### src/vu_macros.svh
/*
 * Vector unit build parameters
 * Lane count, data width and register count shared by the packages and RTL
 */
`ifndef VU_MACROS_SVH
`define VU_MACROS_SVH

//////////////////////////////////////////////////
// Lane organisation
//////////////////////////////////////////////////
`define VU_NUM_LANES	4	// Power of two, one bit per lane in masks
`define VU_NUM_REGS	8	// Registers in each lane

//////////////////////////////////////////////////
// Datapath
//////////////////////////////////////////////////
`define VU_DATA_W	16	// Operand width, all arithmetic wraps here

`endif

### src/vu_types_pkg.sv
/*
 * Vector unit data types
 * Operand words, per-lane bit vectors and the index types
 */
`default_nettype none

`include "vu_macros.svh"

package vu_types_pkg;

	// One lane operand or result
	typedef logic [`VU_DATA_W-1:0]			data_t;

	// One bit per lane for mask, commit and status
	typedef logic [`VU_NUM_LANES-1:0]		lane_t;

	// Register index inside one lane
	typedef logic [$clog2(`VU_NUM_REGS)-1:0]	reg_idx_t;

	// Lane number, also the scalar select
	typedef logic [$clog2(`VU_NUM_LANES)-1:0]	lane_idx_t;

endpackage

`default_nettype wire

### src/vu_cmd_pkg.sv
/*
 * Vector unit command encoding
 * Opcode field width and the opcode set run by every lane
 */
`default_nettype none

package vu_cmd_pkg;

	localparam int OP_W = 3;	// Opcode field width

	//////////////////////////////////////////////////
	// Opcodes
	//////////////////////////////////////////////////
	// All eight codes are used, so every value decodes
	typedef enum logic [OP_W-1:0] {
		op_add		= 3'd0,	// src1 + src2
		op_sub		= 3'd1,	// src1 - src2
		op_and		= 3'd2,	// Bitwise and
		op_xor		= 3'd3,	// Bitwise xor
		op_mul		= 3'd4,	// Low half of the product
		op_mac		= 3'd5,	// Low half of the product plus src3
		op_bcast	= 3'd6,	// Scalar input to every lane
		op_rotl		= 3'd7	// src1 of the next lane up
	} opcode_t;

endpackage

`default_nettype wire

### src/lane_regfile.sv
/*
 * Lane register file
 * VU_NUM_REGS words with three combinational read ports and one write port
 */
`default_nettype none

`include "vu_macros.svh"

module lane_regfile (
	input  wire logic			clock,
	input  wire logic			rst_n,
	input  wire logic			wr_en,		// Write-back strobe
	input  wire vu_types_pkg::reg_idx_t	wr_idx,
	input  wire vu_types_pkg::data_t	wr_data,
	input  wire vu_types_pkg::reg_idx_t	rd_idx1,
	input  wire vu_types_pkg::reg_idx_t	rd_idx2,
	input  wire vu_types_pkg::reg_idx_t	rd_idx3,
	output vu_types_pkg::data_t		rd_data1,
	output vu_types_pkg::data_t		rd_data2,
	output vu_types_pkg::data_t		rd_data3
);
	import vu_types_pkg::*;

	data_t	regs [`VU_NUM_REGS];

	//////////////////////////////////////////////////
	// Write port
	//////////////////////////////////////////////////
	always_ff @(posedge clock or negedge rst_n) begin
		if (!rst_n) begin
			for (int i = 0; i < `VU_NUM_REGS; i++) begin
				regs[i] <= '0;	// All registers read zero after reset
			end
		end else if (wr_en) begin
			regs[wr_idx] <= wr_data;
		end
	end

	//////////////////////////////////////////////////
	// Read ports
	//////////////////////////////////////////////////
	assign rd_data1 = regs[rd_idx1];
	assign rd_data2 = regs[rd_idx2];
	assign rd_data3 = regs[rd_idx3];

endmodule

`default_nettype wire

### src/lane_alu.sv
/*
 * Lane ALU
 * Combinational result for every opcode, wrapping at the data width,
 * together with a zero flag
 */
`default_nettype none

module lane_alu (
	input  wire vu_cmd_pkg::opcode_t	op,
	input  wire vu_types_pkg::data_t	src1,
	input  wire vu_types_pkg::data_t	src2,
	input  wire vu_types_pkg::data_t	src3,
	input  wire vu_types_pkg::data_t	scalar,		// Broadcast value
	input  wire vu_types_pkg::data_t	neighbour,	// src1 of the next lane
	output vu_types_pkg::data_t		result,
	output logic				zero
);
	import vu_types_pkg::*;
	import vu_cmd_pkg::*;

	data_t	product;	// Low half of src1 * src2

	// Shared by op_mul and op_mac, truncated by the assignment width
	assign product = src1 * src2;

	//////////////////////////////////////////////////
	// Opcode decode
	//////////////////////////////////////////////////
	always_comb begin
		unique case (op)
			op_add:		result = src1 + src2;
			op_sub:		result = src1 - src2;
			op_and:		result = src1 & src2;
			op_xor:		result = src1 ^ src2;
			op_mul:		result = product;
			op_mac:		result = product + src3;	// Wraps like the rest
			op_bcast:	result = scalar;
			op_rotl:	result = neighbour;
		endcase
	end

	assign zero = (result == '0);	// Feeds the lane status bit

endmodule

`default_nettype wire

### src/lane_unit.sv
/*
 * One SIMT lane
 * Register read with forwarding, operand stage, ALU stage and write-back.
 * Source 1 is published on the cross-lane bus for op_rotl.
 */
`default_nettype none

`include "vu_macros.svh"

module lane_unit #(
	parameter int LANE_ID = 0
) (
	input  wire logic					clock,
	input  wire logic					rst_n,
	input  wire logic					cmd_valid,	// Single-cycle strobe
	input  wire logic					en,		// Mask bit of the write-back command
	input  wire vu_cmd_pkg::opcode_t			cmd_op,
	input  wire vu_types_pkg::reg_idx_t			cmd_rd,
	input  wire vu_types_pkg::reg_idx_t			cmd_rs1,
	input  wire vu_types_pkg::reg_idx_t			cmd_rs2,
	input  wire vu_types_pkg::reg_idx_t			cmd_rs3,
	input  wire vu_types_pkg::data_t			scalar_in,
	input  wire vu_types_pkg::data_t [`VU_NUM_LANES-1:0]	lane_src1_bus,
	output vu_types_pkg::data_t				lane_src1,	// Our entry of the bus
	output vu_types_pkg::data_t				result,		// ALU output, operand stage
	output logic						commit,
	output logic						status
);
	import vu_types_pkg::*;
	import vu_cmd_pkg::*;

	localparam int NEXT_LANE = (LANE_ID + 1) % `VU_NUM_LANES;

	// Register read
	data_t		rf_rd1, rf_rd2, rf_rd3;
	data_t		rd_fwd1, rd_fwd2, rd_fwd3;

	// Operand stage
	logic		op_vld;
	opcode_t	op_q;
	reg_idx_t	op_rd, op_rs1, op_rs2, op_rs3;
	data_t		op_src1, op_src2, op_src3, op_scalar;
	data_t		ex_src1, ex_src2, ex_src3;
	logic		alu_zero;

	// Write-back stage
	logic		wb_vld;
	reg_idx_t	wb_rd;
	data_t		wb_data;
	logic		wb_zero;
	logic		wb_we;
	logic		status_q;

	assign wb_we = wb_vld & en;	// Disabled lanes write nothing

	lane_regfile u_regfile (
		.clock		(clock),
		.rst_n		(rst_n),
		.wr_en		(wb_we),
		.wr_idx		(wb_rd),
		.wr_data	(wb_data),
		.rd_idx1	(cmd_rs1),
		.rd_idx2	(cmd_rs2),
		.rd_idx3	(cmd_rs3),
		.rd_data1	(rf_rd1),
		.rd_data2	(rf_rd2),
		.rd_data3	(rf_rd3)
	);

	//////////////////////////////////////////////////
	// Forwarding from write-back
	//////////////////////////////////////////////////
	// At read time the write-back holds the command two ahead
	assign rd_fwd1 = (wb_we && wb_rd == cmd_rs1) ? wb_data : rf_rd1;
	assign rd_fwd2 = (wb_we && wb_rd == cmd_rs2) ? wb_data : rf_rd2;
	assign rd_fwd3 = (wb_we && wb_rd == cmd_rs3) ? wb_data : rf_rd3;

	// In the operand stage it holds the command right ahead
	assign ex_src1 = (wb_we && wb_rd == op_rs1) ? wb_data : op_src1;
	assign ex_src2 = (wb_we && wb_rd == op_rs2) ? wb_data : op_src2;
	assign ex_src3 = (wb_we && wb_rd == op_rs3) ? wb_data : op_src3;

	assign lane_src1 = ex_src1;

	//////////////////////////////////////////////////
	// Operand stage
	//////////////////////////////////////////////////
	always_ff @(posedge clock or negedge rst_n) begin
		if (!rst_n) begin
			op_vld <= 1'b0;
		end else begin
			op_vld <= cmd_valid;
		end
	end

	always_ff @(posedge clock) begin
		if (cmd_valid) begin
			op_q		<= cmd_op;
			op_rd		<= cmd_rd;
			op_rs1		<= cmd_rs1;
			op_rs2		<= cmd_rs2;
			op_rs3		<= cmd_rs3;
			op_src1		<= rd_fwd1;
			op_src2		<= rd_fwd2;
			op_src3		<= rd_fwd3;
			op_scalar	<= scalar_in;
		end
	end

	lane_alu u_alu (
		.op		(op_q),
		.src1		(ex_src1),
		.src2		(ex_src2),
		.src3		(ex_src3),
		.scalar		(op_scalar),
		.neighbour	(lane_src1_bus[NEXT_LANE]),
		.result		(result),
		.zero		(alu_zero)
	);

	//////////////////////////////////////////////////
	// Write-back stage
	//////////////////////////////////////////////////
	always_ff @(posedge clock or negedge rst_n) begin
		if (!rst_n) begin
			wb_vld		<= 1'b0;
			status_q	<= 1'b0;
		end else begin
			wb_vld <= op_vld;
			if (wb_we) begin
				status_q <= wb_zero;	// Held while the lane is masked off
			end
		end
	end

	always_ff @(posedge clock) begin
		if (op_vld) begin
			wb_rd	<= op_rd;
			wb_data	<= result;
			wb_zero	<= alu_zero;
		end
	end

	// Every lane commits, the top compares against the mask
	assign commit = wb_vld;
	assign status = wb_we ? wb_zero : status_q;

endmodule

`default_nettype wire

### src/vector_unit.sv
/*
 * SIMT vector unit top level
 * NUM_LANES lanes sharing one command strobe, cross-lane source bus,
 * commit reduction and scalar result select
 */
`default_nettype none

`include "vu_macros.svh"

module vector_unit (
	input  wire logic			clock,
	input  wire logic			rst_n,
	input  wire logic			cmd_valid,	// One command per strobe
	input  wire vu_cmd_pkg::opcode_t	cmd_op,
	input  wire vu_types_pkg::reg_idx_t	cmd_rd,
	input  wire vu_types_pkg::reg_idx_t	cmd_rs1,
	input  wire vu_types_pkg::reg_idx_t	cmd_rs2,
	input  wire vu_types_pkg::reg_idx_t	cmd_rs3,
	input  wire vu_types_pkg::lane_t	en_lane,	// Write-back enable per lane
	input  wire vu_types_pkg::data_t	scalar_in,	// Broadcast data and lane select
	output vu_types_pkg::data_t		scalar_out,
	output logic				commit_req,
	output vu_types_pkg::lane_t		status
);
	import vu_types_pkg::*;

	data_t [`VU_NUM_LANES-1:0]	lane_src1_bus;
	data_t [`VU_NUM_LANES-1:0]	lane_result;
	lane_t				commit;

	// Command side info carried alongside the lane pipeline
	logic		vld_s1, vld_s2;
	lane_t		mask_s1, mask_s2;
	lane_idx_t	sel_s1;

	//////////////////////////////////////////////////
	// Lane array
	//////////////////////////////////////////////////
	for (genvar i = 0; i < `VU_NUM_LANES; i++) begin : g_lane
		lane_unit #(
			.LANE_ID	(i)
		) u_lane (
			.clock		(clock),
			.rst_n		(rst_n),
			.cmd_valid	(cmd_valid),
			.en		(mask_s2[i]),
			.cmd_op		(cmd_op),
			.cmd_rd		(cmd_rd),
			.cmd_rs1	(cmd_rs1),
			.cmd_rs2	(cmd_rs2),
			.cmd_rs3	(cmd_rs3),
			.scalar_in	(scalar_in),
			.lane_src1_bus	(lane_src1_bus),
			.lane_src1	(lane_src1_bus[i]),
			.result		(lane_result[i]),
			.commit		(commit[i]),
			.status		(status[i])
		);
	end

	//////////////////////////////////////////////////
	// Mask, select and result pipeline
	//////////////////////////////////////////////////
	always_ff @(posedge clock or negedge rst_n) begin
		if (!rst_n) begin
			vld_s1		<= 1'b0;
			vld_s2		<= 1'b0;
			mask_s1		<= '0;
			mask_s2		<= '0;
			sel_s1		<= '0;
			scalar_out	<= '0;
		end else begin
			vld_s1	<= cmd_valid;
			vld_s2	<= vld_s1;
			mask_s2	<= mask_s1;
			if (cmd_valid) begin
				mask_s1	<= en_lane;
				sel_s1	<= scalar_in[$bits(lane_idx_t)-1:0];	// Low bits pick the lane
			end
			if (vld_s1) begin
				scalar_out <= lane_result[sel_s1];	// Lines up with write-back
			end
		end
	end

	// Every enabled lane committed; an empty mask commits at once
	assign commit_req = vld_s2 & (&(commit | ~mask_s2));

endmodule

`default_nettype wire

### config.mk
export PLATFORM = sky130hd
export DESIGN_NAME = vector_unit
export DESIGN_NICKNAME = d
export VERILOG_FILES = /design/src/vu_types_pkg.sv /design/src/vu_cmd_pkg.sv /design/src/lane_regfile.sv /design/src/lane_alu.sv /design/src/lane_unit.sv /design/src/vector_unit.sv
export VERILOG_INCLUDE_DIRS = /design/src
export SDC_FILE = /design/constraint.sdc
export NUM_CORES = 2
export LEC_CHECK = 0
export ABC_AREA = 1
export BUFFER_PORTS_ARGS = -buffer_cell sky130_fd_sc_hd__clkbuf_2
export CAP_MARGIN = 10
export CORE_ASPECT_RATIO = 0.7
export CORE_MARGIN = 2
export CORE_UTILIZATION = 53
export CTS_CLUSTER_SIZE = 8
export DETAILED_ROUTE_END_ITERATION = 8
export PLACE_DENSITY_LB_ADDON = 0.25
export SLEW_MARGIN = 20
export SYNTH_ARGS = -nofsm -noshare
export SYNTH_HDL_FRONTEND = slang
export SYNTH_SLANG_ARGS = --single-unit
### constraint.sdc
create_clock -name clock -period 9.6 [get_ports clock]
set_input_delay 1.44 -clock clock [delete_from_list [all_inputs] [get_ports clock]]
set_output_delay 1.44 -clock clock [all_outputs]
set_load 0.005 [all_outputs]
==> summary.md <==
| Metric | Value |
|---|---|
| H-tree depth | 3 |
| Largest net degree at the start of global routing | 151 |
| Final setup viols | 0 |
| Initial antenna violation count | 16 |
| Ys flop type | dfrtp_1 |
| Metal-1 WL | ~120 mm |
| Met2 WL post-DR | between 100 and 150 mm |
| R2R Path Start | g_lane[2].u_lane.wb_rd[2]$_DFFE_PP_ |
| Gr usage total | a little over two fifths |
| Largest stage delay on the critical path | between 0.5 and 0.6 ns |
| Nets | about 11k |
| Hold path start | mask_s1[1]$_DFFE_PN0P_ |
| CTS Sinks | about 840 |
| WHS Path Cells | 0 |
| First-pass GRT wire length | ~450 mm |
| Post-Synthesis Cells | around 10k |
| Critical path capture point | scalar_out[13]$_DFFE_PN0P_ |
| Routed vias | roughly 74k |
| Final period util | about 95% |
| Hpwl dp | around 220 mm |
| Most frequent cell after synthesis | nand2_1 |
| DIE AREA | 141,000 µm² |
| Synthesized area per cell | about 7.3 µm² |
| Seq/Total Area, Yosys | between 30% and 40% |
| Top layer in use | met5 |
| Syn nets | 10.7k |
| Layout cells sized above 1 | ~6.5% |
| Crit Path Max Fanout | 12 |
| Initial Utilization | 53.2% |
| Final worst path period need | approximately 9.1 ns |
| CTS Hold Buffers Added | 0 |
| Max Fclk | approximately 110 MHz |
| Synth Cell Area | 73,200 µm² |
| Root Driver | clkbuf_16 |
| Least-Margin Pin Slew | 1.29 ns |
| Vias per inst | between 6 and 7 |
| DR iter-0 viols | 11.5k |
| Post-synth EDFFs | 294 |
| Synth top area cells | dfrtp_1 19%, edfxtp_1 12%, nand2_1 11% |
| Rel. slew slack | a little over an eighth |
| CTS tree | done |
| Height of the die | around 310 µm |
| CP Capture Type | register |
| Clk_skew | 0.0475 ns |
| Crit Path Category | register to register |
| Final Hold Violating Endpoints | 0 |
| Area delta synth->final | 8.11% |
| First-pass DRT Iterations | 8 |
| Synth cell count leaders | 2,114 x nand2_1, 1,393 x o21ai_0, 1,277 x inv_1, 662 x a21oi_1, 603 x nor2_1 |
| Num CTS Buffers | 118 |
| Placement Rows | around 110 |
| Detail Route Antenna Nets | 0 |
| Horiz. Die Dim | approximately 450 µm |
| Final wirelength | around 300 mm |
| IO Pins | 59 |
| Synth top area share | about 19% |
| GRT overflow | 0 |
| Slew Limit Fails | 0 |
| Clock Latency Late Sink | 0.78 ns |
| DR DRC count | 0 |
| Number of global-route vias before repair | between 60k and 70k |
| Yosys warning total | 0 |
| Synth async-reset ratio | ~65% |
| Min Hold Slack | roughly 0.38 ns |
| Cell variety after synth | a little under 70 |
| Hold WC Path Type | register to register |
| Crit Reg-Reg Endpoint | scalar_out[13]$_DFFE_PN0P_ |
| Slowest CP cell | edfxtp_1 |
| Core area | 138,000 µm² |
| Critical Path Start | g_lane[2].u_lane.wb_rd[2]$_DFFE_PP_ |
| Arr. time, crit path | between 9 and 10 ns |
| Status | finished, final reports clean |
| CP Data Required Time | slightly above 10 ns |
| Seq cells post-synth | ~840 |
| Worst-path clk slew | roughly 0.06 ns |
| Met3 wire length | 47.0 mm |
| DR WL/cell | between 20 and 30 µm |
| Maxcap violations | 0 |
| Gp weighted congestion | around 1.1 |
| Leading area contributor after synthesis | dfrtp_1 |
| Worst setup SP type | register |
| Clk buf depth | 3 |
| R2R setup slack | between 0.4 and 0.5 ns |
| R2r worst-path depth | between 40 and 50 |
| Port bufs | 58 |
==> what timing repair did <==
item | 4_1_cts | 5_1_grt
buffers inserted | 0 | 13
endpoints found under the hold margin | 0 | 0
endpoints found under the setup margin | 0 | 14
resized for setup | 0 | 11
==> stage by stage <==
| stage | cells | instance area, µm² | setup TNS (ns) | worst slack, ns | util, % |
|---|---|---|---|---|---|
| finish | 11800 | 79200 | 0 | 0.474 | 57.5 |
| floorplan | 9965 | 73200 | 0 | 1.92 | - |
| detailed placement | 11500 | 75400 | 0 | 0.398 | 54.8 |
| CTS | 11700 | 79000 | 0 | 0.346 | 57.4 |
| global placement | 11500 | 75400 | 0 | 0.489 | 54.8 |
| global route | 11700 | 79100 | -0.0133 | -0.0133 | 57.5 |
==> flip-flops by register name, summed over array words and instances (netlist names), 4 cells and up <==
signal	count
g_lane.u_lane.status_q	4
scalar_out	16
g_lane.u_lane.op_src1	64
g_lane.u_lane.wb_data	64
g_lane.u_lane.op_scalar	16
g_lane.u_lane.op_src3	64
mask_s2	4
g_lane.u_lane.op_src2	64
g_lane.u_lane.u_regfile.regs	512
g_lane.u_lane.wb_zero	4
mask_s1	4
==> cells by family after synthesis <==
family / after synthesis / synth area share (%)
simple gates: 3560 / 20.3
mux: 4 / 0.0615
xor+xnor: 158 / 1.92
compound gates: 2769 / 21.6
buf+inv: 1933 / 10.1
flops: 838 / 30.6
fa+ha+maj: 703 / 15.4
==> placed cells by master (no fill, tap or decap), types with 23 or more instances in the layout <==
master | synthesis | routed
clkinv_1 | 26 | 23
xnor2_1 | 35 | 34
edfxtp_1 | 294 | 294
o21ai_2 | 30 | 29
inv_1 | 1277 | 1272
o2111ai_1 | 36 | 36
o211ai_1 | 399 | 399
clkbuf_2 | 0 | 47
fa_1 | 328 | 328
inv_2 | 29 | 29
buf_4 | 14 | 243
nand4_1 | 102 | 102
nand3_1 | 579 | 578
a31oi_1 | 24 | 24
dfrtp_1 | 544 | 543
nor3_1 | 43 | 41
nand2_1 | 2114 | 2114
o21ai_0 | 1393 | 1392
o21a_1 | 62 | 62
nand2_2 | 29 | 29
ha_1 | 375 | 375
a221oi_1 | 31 | 30
clkbuf_1 | 471 | 80
nor2_2 | 13 | 28
o21ai_1 | 39 | 40
clkbuf_16 | 0 | 120
a21oi_1 | 662 | 662
xor2_1 | 122 | 122
nor2_1 | 603 | 585
==> critical path, delay by kind of cell (launching register included) <==
family | cells | cell delay [ns]
AO/OA/AOI/OAI | 6 | 1.39
XOR/XNOR | 2 | 0.55
adder cells (fa/ha/maj) | 9 | 3.68
buffers and inverters | 11 | 1.27
flip-flops | 1 | 0.59
AND/OR/NAND/NOR | 13 | 1.46
==> worst min path at each step <==
stage | to | slack (ns)
2_1_floorplan | mask_s2[0]$_DFF_PN0_ | 0.35
6_report | mask_s2[1]$_DFF_PN0_ | 0.38
4_1_cts | mask_s2[1]$_DFF_PN0_ | 0.38
3_5_place_dp | mask_s2[1]$_DFF_PN0_ | 0.37
3_3_place_gp | mask_s2[1]$_DFF_PN0_ | 0.37
5_1_grt | mask_s2[1]$_DFF_PN0_ | 0.39
==> per-layer routing <==
| metal | vias up | track usage (%) |
|---|---|---|
| li1 | 32900 | - |
| met1 | 34800 | 61.8 |
| met2 | 5522 | 58.4 |
| met3 | 915 | 15.0 |
| met4 | 20 | 18.6 |
| met5 | - | 0 |
==> layout make-up <==
cell class | count | area, µm²
multi-input cells | 7196 | 43500
clock inverters | 12 | 190
flip-flops and latches | 838 | 22400
fillers | 12900 | 58500
inverters | 1334 | 5040
well taps | 1856 | 2320
repair buffers | 304 | 2280
diodes | 11 | 27.5
clock buffers | 204 | 3360
Power is not shown: default switching activity piles up to over one toggle a cycle in this logic, so the estimate is an artifact.
